File: src/design/core_pkg.sv
package core_pkg;

  ////////////////////////////////////////////////////////////////////////////
  // widths
  ////////////////////////////////////////////////////////////////////////////
  localparam int DATA_W     = 32;
  localparam int REG_ADDR_W = 4;
  localparam int NUM_REGS   = 16;
  localparam int IMM_W      = 8;

  // data-processing opcodes, instr[24:21]
  // and (0000) and the rest are not supported
  typedef enum logic [3:0] {
    OP_EOR = 4'b0001,
    OP_SUB = 4'b0010,
    OP_ADD = 4'b0100,
    OP_TST = 4'b1000,
    OP_TEQ = 4'b1001,
    OP_CMP = 4'b1010,
    OP_ORR = 4'b1100,
    OP_MOV = 4'b1101,
    OP_BIC = 4'b1110,
    OP_MVN = 4'b1111
  } alu_op_e;

  // condition field, instr[31:28]
  typedef enum logic [3:0] {
    COND_EQ, COND_NE, COND_CS, COND_CC,
    COND_MI, COND_PL, COND_VS, COND_VC,
    COND_HI, COND_LS, COND_GE, COND_LT,
    COND_GT, COND_LE, COND_AL, COND_NV
  } cond_e;

  // nzcv, msb first like the cpsr top nibble
  typedef struct packed {
    logic n;
    logic z;
    logic c;
    logic v;
  } flags_t;

  // one decoded instruction between decode and execute
  typedef struct packed {
    logic                  valid;
    cond_e                 cond;
    alu_op_e               op;
    logic                  imm_sel;
    logic                  set_flags;
    logic                  writes_rd;
    logic [REG_ADDR_W-1:0] rn;
    logic [REG_ADDR_W-1:0] rd;
    logic [REG_ADDR_W-1:0] rm;
    logic [IMM_W-1:0]      imm;
  } decoded_t;

  // writeback bus
  typedef struct packed {
    logic                  valid;
    logic [REG_ADDR_W-1:0] addr;
    logic [DATA_W-1:0]     data;
  } wb_t;

endpackage

File: src/design/alu.sv
`timescale 1ns/1ps

module alu (
  input  core_pkg::alu_op_e           op_i,
  input  logic [core_pkg::DATA_W-1:0] op1_i,
  input  logic [core_pkg::DATA_W-1:0] op2_i,
  input  core_pkg::flags_t            flags_i,
  output logic [core_pkg::DATA_W-1:0] result_o,
  output core_pkg::flags_t            flags_o
);

  // one extra bit for the carry out
  logic [core_pkg::DATA_W:0]   sum;
  logic [core_pkg::DATA_W:0]   diff;
  logic                        add_ovf;
  logic                        sub_ovf;

  // op1 + op2
  assign sum     = {1'b0, op1_i} + {1'b0, op2_i};
  // op1 - op2 as op1 + ~op2 + 1, carry out set means no borrow
  assign diff    = {1'b0, op1_i} + {1'b0, ~op2_i} + 1'b1;
  // signed overflow, same-sign inputs giving a flipped sign
  assign add_ovf = (op1_i[core_pkg::DATA_W-1] == op2_i[core_pkg::DATA_W-1]) &&
                   (sum[core_pkg::DATA_W-1] != op1_i[core_pkg::DATA_W-1]);
  // for sub the signs must differ
  assign sub_ovf = (op1_i[core_pkg::DATA_W-1] != op2_i[core_pkg::DATA_W-1]) &&
                   (diff[core_pkg::DATA_W-1] != op1_i[core_pkg::DATA_W-1]);

  always_comb begin
    // logical ops keep c and v
    flags_o.c = flags_i.c;
    flags_o.v = flags_i.v;
    case (op_i)
      core_pkg::OP_ADD: begin
        result_o  = sum[core_pkg::DATA_W-1:0];
        flags_o.c = sum[core_pkg::DATA_W];
        flags_o.v = add_ovf;
      end
      core_pkg::OP_SUB, core_pkg::OP_CMP: begin
        result_o  = diff[core_pkg::DATA_W-1:0];
        flags_o.c = diff[core_pkg::DATA_W];
        flags_o.v = sub_ovf;
      end
      core_pkg::OP_EOR, core_pkg::OP_TEQ: result_o = op1_i ^ op2_i;
      core_pkg::OP_TST: result_o = op1_i & op2_i;
      core_pkg::OP_ORR: result_o = op1_i | op2_i;
      core_pkg::OP_BIC: result_o = op1_i & ~op2_i;
      core_pkg::OP_MVN: result_o = ~op2_i;
      core_pkg::OP_MOV: result_o = op2_i;
      default: result_o = '0;
    endcase
    // n and z from whatever came out
    flags_o.n = result_o[core_pkg::DATA_W-1];
    flags_o.z = (result_o == '0);
  end

endmodule

File: src/design/core_top.sv
`timescale 1ns/1ps

module core_top (
  input  logic                        clk,
  input  logic                        nreset,
  input  logic                        instr_valid_i,
  input  logic [core_pkg::DATA_W-1:0] instr_i,
  output core_pkg::wb_t               wb_o,
  output core_pkg::flags_t            flags_o
);

  // decode to execute and register file
  core_pkg::decoded_t                  dec;
  logic [core_pkg::REG_ADDR_W-1:0]     rd_addr1;
  logic [core_pkg::REG_ADDR_W-1:0]     rd_addr2;
  logic [core_pkg::DATA_W-1:0]         rd_data1;
  logic [core_pkg::DATA_W-1:0]         rd_data2;
  // execute <-> flag unit
  logic                                flag_update;
  core_pkg::flags_t                    flags_next;
  core_pkg::cond_e                     cond;
  logic                                cond_pass;

  ////////////////////////////////////////////////////////////////////////////
  // stage 1, decode
  ////////////////////////////////////////////////////////////////////////////
  decode_stage u_decode (
    .clk           (clk),
    .nreset        (nreset),
    .instr_valid_i (instr_valid_i),
    .instr_i       (instr_i),
    .dec_o         (dec),
    .rd_addr1_o    (rd_addr1),
    .rd_addr2_o    (rd_addr2)
  );

  // write port fed straight from the result register
  reg_file u_reg_file (
    .clk        (clk),
    .rd_addr1_i (rd_addr1),
    .rd_addr2_i (rd_addr2),
    .rd_data1_o (rd_data1),
    .rd_data2_o (rd_data2),
    .wb_i       (wb_o)
  );

  ////////////////////////////////////////////////////////////////////////////
  // stage 2, execute and flags
  ////////////////////////////////////////////////////////////////////////////
  execute_stage u_execute (
    .clk           (clk),
    .nreset        (nreset),
    .dec_i         (dec),
    .rd_data1_i    (rd_data1),
    .rd_data2_i    (rd_data2),
    .flags_i       (flags_o),
    .cond_pass_i   (cond_pass),
    .flag_update_o (flag_update),
    .flags_next_o  (flags_next),
    .cond_o        (cond),
    .wb_o          (wb_o)
  );

  flag_unit u_flag_unit (
    .clk          (clk),
    .nreset       (nreset),
    .cond_i       (cond),
    .update_i     (flag_update),
    .flags_next_i (flags_next),
    .flags_o      (flags_o),
    .cond_pass_o  (cond_pass)
  );

endmodule

File: src/design/decode_stage.sv
`timescale 1ns/1ps

module decode_stage (
  input  logic                            clk,
  input  logic                            nreset,
  input  logic                            instr_valid_i,
  input  logic [core_pkg::DATA_W-1:0]     instr_i,
  output core_pkg::decoded_t              dec_o,
  output logic [core_pkg::REG_ADDR_W-1:0] rd_addr1_o,
  output logic [core_pkg::REG_ADDR_W-1:0] rd_addr2_o
);

  core_pkg::decoded_t dec_d;
  core_pkg::decoded_t dec_q;
  logic               s_bit;

  assign s_bit = instr_i[20];

  // split the word into fields
  always_comb begin
    dec_d.valid   = instr_valid_i;
    dec_d.cond    = core_pkg::cond_e'(instr_i[31:28]);
    dec_d.op      = core_pkg::alu_op_e'(instr_i[24:21]);
    dec_d.imm_sel = instr_i[25];
    dec_d.rn      = instr_i[19:16];
    dec_d.rd      = instr_i[15:12];
    // rm overlaps the low imm bits, no shifter
    dec_d.rm      = instr_i[3:0];
    dec_d.imm     = instr_i[core_pkg::IMM_W-1:0];
    // write and flag control per opcode
    case (dec_d.op)
      core_pkg::OP_TST, core_pkg::OP_TEQ, core_pkg::OP_CMP: begin
        // compares always set flags, never write
        dec_d.writes_rd = 1'b0;
        dec_d.set_flags = 1'b1;
      end
      core_pkg::OP_EOR, core_pkg::OP_SUB, core_pkg::OP_ADD, core_pkg::OP_ORR,
      core_pkg::OP_MOV, core_pkg::OP_BIC, core_pkg::OP_MVN: begin
        dec_d.writes_rd = 1'b1;
        dec_d.set_flags = s_bit;
      end
      default: begin
        // unsupported code, behaves as a nop
        dec_d.writes_rd = 1'b0;
        dec_d.set_flags = 1'b0;
      end
    endcase
  end

  always_ff @(posedge clk) begin
    // payload only moves on a valid word
    if (instr_valid_i) begin
      dec_q <= dec_d;
    end
    // valid bit overrides the payload load
    if (!nreset) begin
      dec_q.valid <= 1'b0;
    end else begin
      dec_q.valid <= instr_valid_i;
    end
  end

  assign dec_o      = dec_q;
  // read addresses from the registered fields
  assign rd_addr1_o = dec_q.rn;
  assign rd_addr2_o = dec_q.rm;

endmodule

File: src/design/execute_stage.sv
`timescale 1ns/1ps

module execute_stage (
  input  logic                        clk,
  input  logic                        nreset,
  input  core_pkg::decoded_t          dec_i,
  input  logic [core_pkg::DATA_W-1:0] rd_data1_i,
  input  logic [core_pkg::DATA_W-1:0] rd_data2_i,
  input  core_pkg::flags_t            flags_i,
  input  logic                        cond_pass_i,
  output logic                        flag_update_o,
  output core_pkg::flags_t            flags_next_o,
  output core_pkg::cond_e             cond_o,
  output core_pkg::wb_t               wb_o
);

  logic [core_pkg::DATA_W-1:0] op1;
  logic [core_pkg::DATA_W-1:0] rm_val;
  logic [core_pkg::DATA_W-1:0] op2;
  logic [core_pkg::DATA_W-1:0] imm_ext;
  logic [core_pkg::DATA_W-1:0] alu_result;
  logic                        fwd1;
  logic                        fwd2;
  logic                        commit;
  core_pkg::wb_t               wb_q;

  ////////////////////////////////////////////////////////////////////////////
  // operand forwarding and selection
  ////////////////////////////////////////////////////////////////////////////
  // previous result still in wb_q, not yet in the register file
  assign fwd1    = wb_q.valid && (wb_q.addr == dec_i.rn);
  assign fwd2    = wb_q.valid && (wb_q.addr == dec_i.rm);
  assign op1     = fwd1 ? wb_q.data : rd_data1_i;
  assign rm_val  = fwd2 ? wb_q.data : rd_data2_i;
  // 8-bit immediate, zero extended, no rotate
  assign imm_ext = {{(core_pkg::DATA_W-core_pkg::IMM_W){1'b0}}, dec_i.imm};
  assign op2     = dec_i.imm_sel ? imm_ext : rm_val;

  alu u_alu (
    .op_i     (dec_i.op),
    .op1_i    (op1),
    .op2_i    (op2),
    .flags_i  (flags_i),
    .result_o (alu_result),
    .flags_o  (flags_next_o)
  );

  ////////////////////////////////////////////////////////////////////////////
  // conditional commit
  ////////////////////////////////////////////////////////////////////////////
  // flag unit checks the cond field combinationally
  assign cond_o        = dec_i.cond;
  assign commit        = dec_i.valid && cond_pass_i;
  assign flag_update_o = commit && dec_i.set_flags;

  // result register, doubles as the forwarding source
  always_ff @(posedge clk) begin
    wb_q.addr <= dec_i.rd;
    wb_q.data <= alu_result;
    if (!nreset) begin
      wb_q.valid <= 1'b0;
    end else begin
      wb_q.valid <= commit && dec_i.writes_rd;
    end
  end

  assign wb_o = wb_q;

endmodule

File: src/design/flag_unit.sv
`timescale 1ns/1ps

module flag_unit (
  input  logic             clk,
  input  logic             nreset,
  input  core_pkg::cond_e  cond_i,
  input  logic             update_i,
  input  core_pkg::flags_t flags_next_i,
  output core_pkg::flags_t flags_o,
  output logic             cond_pass_o
);

  core_pkg::flags_t flags_q;

  ////////////////////////////////////////////////////////////////////////////
  // nzcv register
  ////////////////////////////////////////////////////////////////////////////
  always_ff @(posedge clk) begin
    if (!nreset) begin
      flags_q <= '0;
    end else if (update_i) begin
      flags_q <= flags_next_i;
    end
  end

  assign flags_o = flags_q;

  ////////////////////////////////////////////////////////////////////////////
  // condition check against the current flags
  ////////////////////////////////////////////////////////////////////////////
  always_comb begin
    case (cond_i)
      core_pkg::COND_EQ: cond_pass_o = flags_q.z;
      core_pkg::COND_NE: cond_pass_o = !flags_q.z;
      // carry set, unsigned higher or same
      core_pkg::COND_CS: cond_pass_o = flags_q.c;
      core_pkg::COND_CC: cond_pass_o = !flags_q.c;
      core_pkg::COND_MI: cond_pass_o = flags_q.n;
      core_pkg::COND_PL: cond_pass_o = !flags_q.n;
      core_pkg::COND_VS: cond_pass_o = flags_q.v;
      core_pkg::COND_VC: cond_pass_o = !flags_q.v;
      // unsigned higher / lower or same
      core_pkg::COND_HI: cond_pass_o = flags_q.c && !flags_q.z;
      core_pkg::COND_LS: cond_pass_o = !flags_q.c || flags_q.z;
      // signed compares, n == v means ge
      core_pkg::COND_GE: cond_pass_o = (flags_q.n == flags_q.v);
      core_pkg::COND_LT: cond_pass_o = (flags_q.n != flags_q.v);
      core_pkg::COND_GT: cond_pass_o = !flags_q.z && (flags_q.n == flags_q.v);
      core_pkg::COND_LE: cond_pass_o = flags_q.z || (flags_q.n != flags_q.v);
      core_pkg::COND_AL: cond_pass_o = 1'b1;
      // nv never executes
      default: cond_pass_o = 1'b0;
    endcase
  end

endmodule

File: src/design/reg_file.sv
`timescale 1ns/1ps

module reg_file (
  input  logic                            clk,
  input  logic [core_pkg::REG_ADDR_W-1:0] rd_addr1_i,
  input  logic [core_pkg::REG_ADDR_W-1:0] rd_addr2_i,
  output logic [core_pkg::DATA_W-1:0]     rd_data1_o,
  output logic [core_pkg::DATA_W-1:0]     rd_data2_o,
  input  core_pkg::wb_t                   wb_i
);

  // r0..r15, r15 is a plain register here
  logic [core_pkg::DATA_W-1:0] regs [core_pkg::NUM_REGS];

  ////////////////////////////////////////////////////////////////////////////
  // write port
  ////////////////////////////////////////////////////////////////////////////
  always_ff @(posedge clk) begin
    if (wb_i.valid) begin
      regs[wb_i.addr] <= wb_i.data;
    end
  end

  ////////////////////////////////////////////////////////////////////////////
  // read ports
  ////////////////////////////////////////////////////////////////////////////
  // asynchronous reads
  // same-cycle write hazard is handled by forwarding in execute
  assign rd_data1_o = regs[rd_addr1_i];
  assign rd_data2_o = regs[rd_addr2_i];

endmodule

File: config.mk
export PLATFORM = sky130hd
export DESIGN_NAME = core_top
export DESIGN_NICKNAME = d
export VERILOG_FILES = /design/src/design/core_pkg.sv /design/src/design/alu.sv /design/src/design/core_top.sv /design/src/design/decode_stage.sv /design/src/design/execute_stage.sv /design/src/design/flag_unit.sv /design/src/design/reg_file.sv
export SDC_FILE = /design/constraint.sdc
export NUM_CORES = 1
export LEC_CHECK = 0
export BUFFER_PORTS_ARGS = -buffer_cell sky130_fd_sc_hd__buf_2
export CELL_PAD_IN_SITES_DETAIL_PLACEMENT = 0
export CELL_PAD_IN_SITES_GLOBAL_PLACEMENT = 1
export CORE_MARGIN = 3
export CORE_UTILIZATION = 58
export CTS_CLUSTER_SIZE = 24
export DETAILED_ROUTE_END_ITERATION = 8
export PLACE_DENSITY_LB_ADDON = 0.1
export SYNTH_ARGS = -nofsm -noshare
export SYNTH_HDL_FRONTEND = slang
export SYNTH_SLANG_ARGS = --single-unit
File: constraint.sdc
create_clock -name clk -period 11.02 [get_ports clk]
set_input_delay 1.653 -clock clk [delete_from_list [all_inputs] [get_ports clk]]
set_output_delay 1.653 -clock clk [all_outputs]
set_load 0.02 [all_outputs]
# After elaboration in Yosys (flattened, before gate mapping)

Memories as Yosys holds them, arrays and structs flattened. A register that Yosys moved wholly into a read port is not among the register bits.
Cells that the tools add are included.

Register bits: 73
RAM bits: 512
Input port bits: 35
Output and inout bits: 41
Word-level logic and storage cells: 102
Memories: 1

Add/subtract/negate cells: 3
Equal/unequal tests: 42
Muxes and demuxes: 11
Bitwise logic cells: 5
Reductions and logical operators: 23

Memory list:

| name            | words | width | rd ports | clocked after Yosys merged registers in | write ports | RTL line       | text |
|---|---|---|---|---|---|---|---|
| u_reg_file.regs | 16    | 32    | 2        | 2                                       | 1           | reg_file.sv:13 | `logic [core_pkg::DATA_W-1:0] regs [core_pkg::NUM_REGS];` |

Operator list:

| operator                | number |
|---|---|
| $pmux W32 S8            | 1 |
| $mux W32                | 3 |
| $eq A4 B4 Y1 const B    | 21 |
| $add A32 B32 Y33        | 2 |
| $and A32 B32 Y32        | 2 |
| $add A33 B1 Y33 const B | 1 |
| $logic_not A32 Y1       | 1 |
| $not A32 Y32            | 1 |
| $or A32 B32 Y32         | 1 |
| $xor A32 B32 Y32        | 1 |
| $eq A4 B3 Y1 const B    | 6 |
| $eq A4 B2 Y1 const B    | 4 |
| $pmux W1 S15            | 1 |
| $eq A4 B1 Y1 const B    | 3 |
| $logic_and A1 B1 Y1     | 9 |
| $eq A4 B4 Y1            | 2 |
| $mux W4                 | 2 |
| $pmux W2 S2             | 2 |
| $reduce_or A7 Y1        | 1 |
| $logic_not A1 Y1        | 4 |
| $logic_not A4 Y1        | 1 |
| $ne A1 B1 Y1            | 4 |
| $reduce_or A2 Y1        | 2 |
| $reduce_or A3 Y1        | 1 |
| other kinds (5)         | 8 |

# Depth between registers and ports, before layout

Gate-level depths: netlist (run 1).

Depth after elaboration: 10
Gate-level depth with buffers: 25
Gate-level depth less buffers: 20

# Hierarchy

Synthesis (run 1) repeated with hierarchy kept, for this count alone.

Cell total of the unflattened synthesis: 2371
Area, all modules: 32731.4 um^2

By module, submodules not included:

| module        | instances | cells an instance | area each (um^2) | seq. area each (um^2) |
|---|---|---|---|---|
| reg_file      | 1         | 1077              | 22907.0          | 15374.7 |
| alu           | 1         | 985               | 6557.5           | 0.0 |
| execute_stage | 1         | 214               | 1911.8           | 740.7 |
| decode_stage  | 1         | 53                | 996.0            | 830.8 |
| flag_unit     | 1         | 42                | 359.1            | 80.1 |

# Worst setup path after synthesis (run 1)

No wires, ideal clock.

Kind: register to register
From: register (tool-made name)
To: register u_flag_unit.flags_q, in the netlist u_flag_unit.flags_o[2]
Setup time: 0.084 ns
Arrival: 5.747 ns
Required time: 10.936 ns
Setup slack: 5.189 ns
Stages on the path, launching flop included: 20
Path buffers: 5
Period minus slack after synthesis: 5.831 ns
Cell sequence: dfxtp_1 -> buf_2 -> buf_1 -> buf_1 -> clkbuf_1 -> clkbuf_1 -> mux4_2 -> mux2_2 -> o22ai_1 -> a21oi_1 -> ha_1 -> or4_1 -> o21bai_1 -> a2111oi_1 -> o21ai_0 -> a221o_1 -> a211o_1 -> nor4_1 -> nand4b_1 -> o31ai_2

RTL lines:

| element              | RTL line        | text |
|---|---|---|
| to (signal assigned) | flag_unit.sv:22 | `flags_q <= flags_next_i;` |
| to (decl)            | flag_unit.sv:13 | `core_pkg::flags_t flags_q;` |

==> results of run 1 <==
## worst paths after layout
kind / slack [ns] / from / end / cells after the start
worst max register to register: 3.31 / register / u_flag_unit.flags_o[2] / 18
worst min register to register: 0.34 / u_decode.dec_o[13] / u_execute.wb_o[33] / 0
worst min-delay path: 0.34 / u_decode.dec_o[13] / u_execute.wb_o[33] / 0
worst max-delay path: 3.31 / register / u_flag_unit.flags_o[2] / 18
## power breakdown
part	leakage [uW]	internal (uW)	total (uW)	switching, uW
Clock	0.000946	1160	2020	859
Sequential	0.00532	2720	3020	303
Combinational	0.00628	580	1580	997
Total	0.0125	4460	6620	2160
## sequential cells by signal, summed over array words and instances, names as in the netlist, named ones only
register	flops
u_reg_file.regs	512
u_execute.wb_o	37
u_decode.dec_o	24
u_flag_unit.flags_o	4
u_decode.rd_addr1_o	4
## area by class of cell
type / count / area share (%)
sequential: 589 / 47.72
multi-input combinational: 1488 / 40.78
timing repair buffer: 136 / 2.353
clock inverter: 31 / 0.9857
inverter: 109 / 1.135
clock buffer: 77 / 4.422
tap: 748 / 2.596
## worst max-delay path, stage by stage (launching register included)
cell and delay (ns):
dfxtp_4 0.79, buf_4 0.73, buf_4 0.59, mux4_2 0.57
mux2_2 0.27, o22ai_1 0.19, a21oi_1 0.16, ha_1 0.64
nand2_1 0.15, nor4_1 0.61, a311oi_1 0.23, a21boi_0 0.29
mux2i_1 0.13, nor4_2 0.26, o211ai_1 0.24, or4_1 0.64
nor4_1 0.65, nand4b_1 0.19, o31ai_2 0.19
## kinds of logic (layout without fill, tap and decap cells)
logic type / Yosys count / count (layout) / share of synthesized area [%]
AO/OA/AOI/OAI: 531 / 531 / 11.47
multiplexers: 341 / 341 / 20.86
flip-flops: 589 / 589 / 52.17
buffers and inverters: 269 / 353 / 3.589
adder cells (fa/ha/maj): 101 / 101 / 3.882
XOR/XNOR: 34 / 34 / 0.9039
AND/OR/NAND/NOR: 481 / 481 / 7.121
## layer usage
metal | routed length [um] | track usage (%) | up-vias
met3 | 11140 | 6.919 | 234
met2 | 47690 | 53.91 | 1430
li1 | - | - | 9589
met5 | 0 | 0 | -
met4 | 4065 | 12.00 | 0
met1 | 38780 | 47.56 | 11660
## through the flow
stage / power, uW / worst slack, ns / instances
global placement: 4558 / 3.374 / 3070
floorplan: 3987 / 5.189 / 2346
global route: 6855 / 2.825 / 3178
finish: 6616 / 3.305 / 3178
CTS: 6593 / 3.338 / 3178
detailed placement: 4588 / 3.380 / 3070
## cells in the final DEF (no fill, tap or decap), types with 68 or more instances in the layout
| master | instances |
|---|---|
| a21oi_1 | 100 |
| buf_2 | 69 |
| mux4_2 | 259 |
| nand2_1 | 142 |
| edfxtp_1 | 539 |
| nor2_1 | 100 |
| a22oi_1 | 68 |
| inv_1 | 107 |
| ha_1 | 99 |
| o21ai_0 | 82 |
==> run summary, run 1 <==
Area growth, synth to finish -> 9.427%
Via density -> 7.209
Final core utilization -> 64.80%
Core area -> 55,630 um^2
Fillers -> 4,029
Worst Path Arrival -> 8.25 ns
Max-slew violations -> 0
CTS tree -> yes
Commonest cells post-synth -> 539 x edfxtp_1, 259 x mux4_2, 142 x nand2_1
Setup TNS -> 0 ns
Clk_skew -> 0.03081 ns
Kind of critical path -> reg2reg
I/O Buffers -> 69
CP Max Fanout -> 37
Die Height -> 244.3 um
Synthesized area -> 32,940 um^2
DIE AREA -> 59,690 um^2
GPL Wtd Cong -> 0.9100
Reg area -> 17,200 um^2
Drt total wl -> 101.7 mm
Tmin final -> 7.715 ns
Root Buffer Master -> clkbuf_16
Antenna viol nets, final -> 0
Final Hold Vio Count -> 0
RSZ-0062 raised after global routing -> false
Final period util -> 70.01%
Commonest register cell after synthesis -> edfxtp_1
Row count -> 86
Post-CTS resize count -> 0
Via Count -> 22,910
Status -> finished, final reports clean
DRC -> 0
Net Count, Synth -> 2,482
Cells after Synth -> 2,346
TritonRoute pass-1 iters -> 6
Starting Density -> 59.22%
Max H-tree Level -> 2
Setup violations, final -> 0
Crit. End Element -> register
Post-synth top area share -> 49.13%
Yosys warnings -> 0
Max_cap viols -> 0
Worst slew pin tran -> 1.254 ns
Clock-pin transition on the worst setup and hold timing paths -> 0.07 ns
Setup Fix Bufs, Post-CTS -> 0
Multi-input logic area -> 14,700 um^2
CTS hold repair buffers -> 0
Count leader, synth -> edfxtp_1
Final #Nets -> 2,519
Register area share after synthesis -> 52.17%
Async SR Flop Fraction -> 0%
# IOs -> 76
Cell taking the most area after synthesis -> edfxtp_1
Antenna violations before repair -> 0
PwrDens -> 183.5 nW/um^2
Post-synth EDFFs -> 539
Post-synth cell types -> 95
Clk sinks -> 589
Fraction of layout cells with a size suffix above 1 -> 23.37%
GR Overflow Total -> 0
Synth area leaders -> edfxtp_1 49%, mux4_2 18%, ha_1 3.8%
Die width -> 244.3 um
Fmax -> 0.1296 GHz
Syn avg cell area -> 14.04 um^2
Hold crit path type -> reg2reg
Synth Register Bits -> 589
Worst skew pair latency -> 0.63 ns
Vias in the first global route -> 22,400
Antenna cells -> 0
GRT Util Overall -> 34.04%
Leak -> 0.01255 uW
Placed instance area -> 34,100 um^2
DP Wirelength -> 64.52 mm
CTS Buf Count -> 59
Largest net degree at the start of global routing -> 61
Max rail drop VDD -> 0.1790 mV
Worst rel slew slack -> 16.11%
DR iter-0 viols -> 2,889
Max clock buf depth -> 3
Kind of start point of the critical path -> register
Final instance area -> 36,050 um^2
Worst hold slack -> 0.3413 ns
Detailed-route wire length per cell -> 31.99 um
First-pass GRT wire length -> 149.3 mm
Critical Path RT -> 11.56 ns
Note: power is estimated with default switching activity, not from simulation.
==> inputs of run 2 (changes only) <==
Settings changed: CORE_UTILIZATION 58 to 54.
Clock period 11.02 ns to 7.65 ns, I/O delays scaled along.
==> run 2 against run 1 <==
Sequential share of layout area decreased by 0.38 points. Critical endpoint unchanged. Core utilization down 3.9 points. First-iteration DRC count rose by 0.10%. Sequential power rose by 44%. Highest routed layer is now met5.
==> run summary, run 2 (synthesis gave the netlist of run 1 again) <==
Die width -> 253.0 um (+3.5%)
Root Buffer Master -> clkbuf_16
DIE AREA -> 64,000 um^2 (+7.2%)
Clk sinks -> 589 (unchanged)
Clock-pin transition on the worst setup and hold timing paths -> 0.07 ns (about the same)
Kind of critical path -> reg2reg
Final Hold Vio Count -> 0 (unchanged)
Antenna cells -> 0 (unchanged)
Via Count -> 22,910 (unchanged)
Detailed-route wire length per cell -> 32.22 um (+0.72%)
TritonRoute pass-1 iters -> 8 (+2)
Setup violations, final -> 0 (unchanged)
Worst skew pair latency -> 0.62 ns (about the same)
Critical Path RT -> 8.19 ns (-3.37 ns)
Largest net degree at the start of global routing -> 52 (-15%)
Final Total Pwr -> 9568 uW (+45%)
DRC -> 0 (unchanged)
Final period util -> 87.63% (+18 points)
I/O Buffers -> 69 (unchanged)
Fmax -> 0.1492 GHz (+15%)
Metal2 WL -> 47.58 mm (-0.22%)
First-pass GRT wire length -> 151.6 mm (+1.6%)
Largest register by flop count -> u_reg_file.regs
Tmin final -> 6.704 ns (-1.011 ns)
GRT Util Overall -> 32.71% (-1.3 points)
Area growth, synth to finish -> 10.30%
DRT met1 WL -> 39.80 mm (+2.6%)
Drt total wl -> 104.4 mm (+2.7%)
Kind of start point of the critical path -> register
Cells after DPL -> 3,128 (+1.9%)
Max H-tree Level -> 2 (unchanged)
Core area -> 59,690 um^2 (+7.3%)
RSZ-0062 raised after global routing -> false
Antenna violations before repair -> 2 (+2)
Clk_skew -> 0.01534 ns (-0.01548 ns)
Status -> finished, final reports clean
Crit. End Element -> register
Row count -> 89 (+3.5%)
Final non-filler cell total -> 3,241 (+2.0%)
Worst Path Arrival -> 7.24 ns (-1.01 ns)
Fraction of layout cells with a size suffix above 1 -> 24.47% (+1.1 points)
Via density -> 7.068 (-1.9%)
Max clock buf depth -> 3 (unchanged)
Starting Density -> 55.19% (-4.0 points)
CP Max Fanout -> 42 (+14%)
CTS tree -> yes
Max-slew violations -> 0 (unchanged)
Worst hold slack -> 0.3354 ns (-0.005907 ns)
Routed wl met3 -> 11.67 mm (+4.8%)
Setup TNS -> 0 ns (unchanged)
Max rail drop VDD -> 0.2387 mV (+33%)
Worst rel slew slack -> 15.78% (-0.33 points)
PwrDens -> 263.3 nW/um^2 (+43%)
Commonest cells after routing, fill and taps aside -> 539 x edfxtp_1, 259 x mux4_2, 142 x nand2_1
Final #Nets -> 2,553 (+1.3%)
Setup Fix Bufs, Post-CTS -> 0 (unchanged)
DR iter-0 viols -> 2,892 (+0.10%)
Leak -> 0.01271 uW (+1.3%)
CTS hold repair buffers -> 0 (unchanged)
DP Wirelength -> 67.39 mm (+4.4%)
Hold crit path type -> reg2reg
Highest routed layer -> met5
Vias in the first global route -> 22,640 (+1.1%)
Antenna viol nets, final -> 0 (unchanged)
Commonest non-fill, non-tap cell in the layout -> edfxtp_1
GR Overflow Total -> 0 (unchanged)
Die Height -> 253.0 um (+3.5%)
# IOs -> 76 (unchanged)
Max FFs per register -> 512 (unchanged)
Max_cap viols -> 0 (unchanged)
Post-CTS resize count -> 0 (unchanged)
GPL Wtd Cong -> 0.9422 (+3.5%)
Worst slew pin tran -> 1.261 ns (+0.006991 ns)
CTS Buf Count -> 60 (+1.7%)
[run 2: cell types whose count changed in the layout (fill, tap and decap cells not counted), moves of 2 or more]
cell / delta
clkinv_16: -2
clkinv_2: +5
clkinvlp_4: +2
buf_12: +4
clkbuf_16: +2
clkinv_1: +5
clkbuf_1: -4
inv_6: +2
clkbuf_8: -5
buf_4: +29
[run 2: area by class of cell]
cell class                      instances  area [um^2]
Tap cell                              773        967.2
Sequential cell                       589        17200
Timing Repair Buffer                  169         1146
Multi-Input combinational cell       1488        14700
Clock buffer                           70         1560
Inverter                              109        409.1
Clock inverter                         43        352.8
Fill cell                            4518        23350
[run 2: worst paths after layout]
check / from / end / slack, ns / cells after the start
max: register / u_flag_unit.flags_o[2] / 0.95 / 18
min: u_decode.dec_o[13] / u_execute.wb_o[33] / 0.34 / 0
max reg2reg: register / u_flag_unit.flags_o[2] / 0.95 / 18
min reg2reg: u_decode.dec_o[13] / u_execute.wb_o[33] / 0.34 / 0
[run 2: per-layer routing]
layer  vias to the layer above  global-route usage (%)
met4                         6                   14.71
met3                       253                   9.357
li1                       9673                       -
met5                         -                   1.429
met1                     11650                   43.85
met2                      1326                   50.06
[run 2: worst max-delay path: stages (launching register included)]
cell	delay, ns
dfxtp_4	0.77
buf_4	0.44
mux4_2	0.37
mux2_2	0.28
o221ai_1	0.48
inv_1	0.16
ha_1	0.49
inv_1	0.17
o31ai_1	0.65
a311oi_1	0.10
a21boi_0	0.32
mux2i_1	0.19
nor4_2	0.30
o211ai_1	0.25
or4_1	0.65
nor4_1	0.29
buf_4	0.17
nand4b_1	0.22
o31ai_2	0.23
[run 2: stage by stage]
stage          setup slack [ns]  util [%]  instance area [um^2]
5_1_grt                  0.4708     60.88                 36340
6_report                 0.9460     60.88                 36340
4_1_cts                   1.136     60.88                 36340
3_5_place_dp              1.177     57.67                 34420
3_3_place_gp              1.148     57.67                 34420
2_1_floorplan             1.819         -                 32940
[run 2: power by group]
group          internal [uW]  switching [uW]
clock                   1630            1260
sequential              3910             451
combinational            866            1450
total                   6410            3160
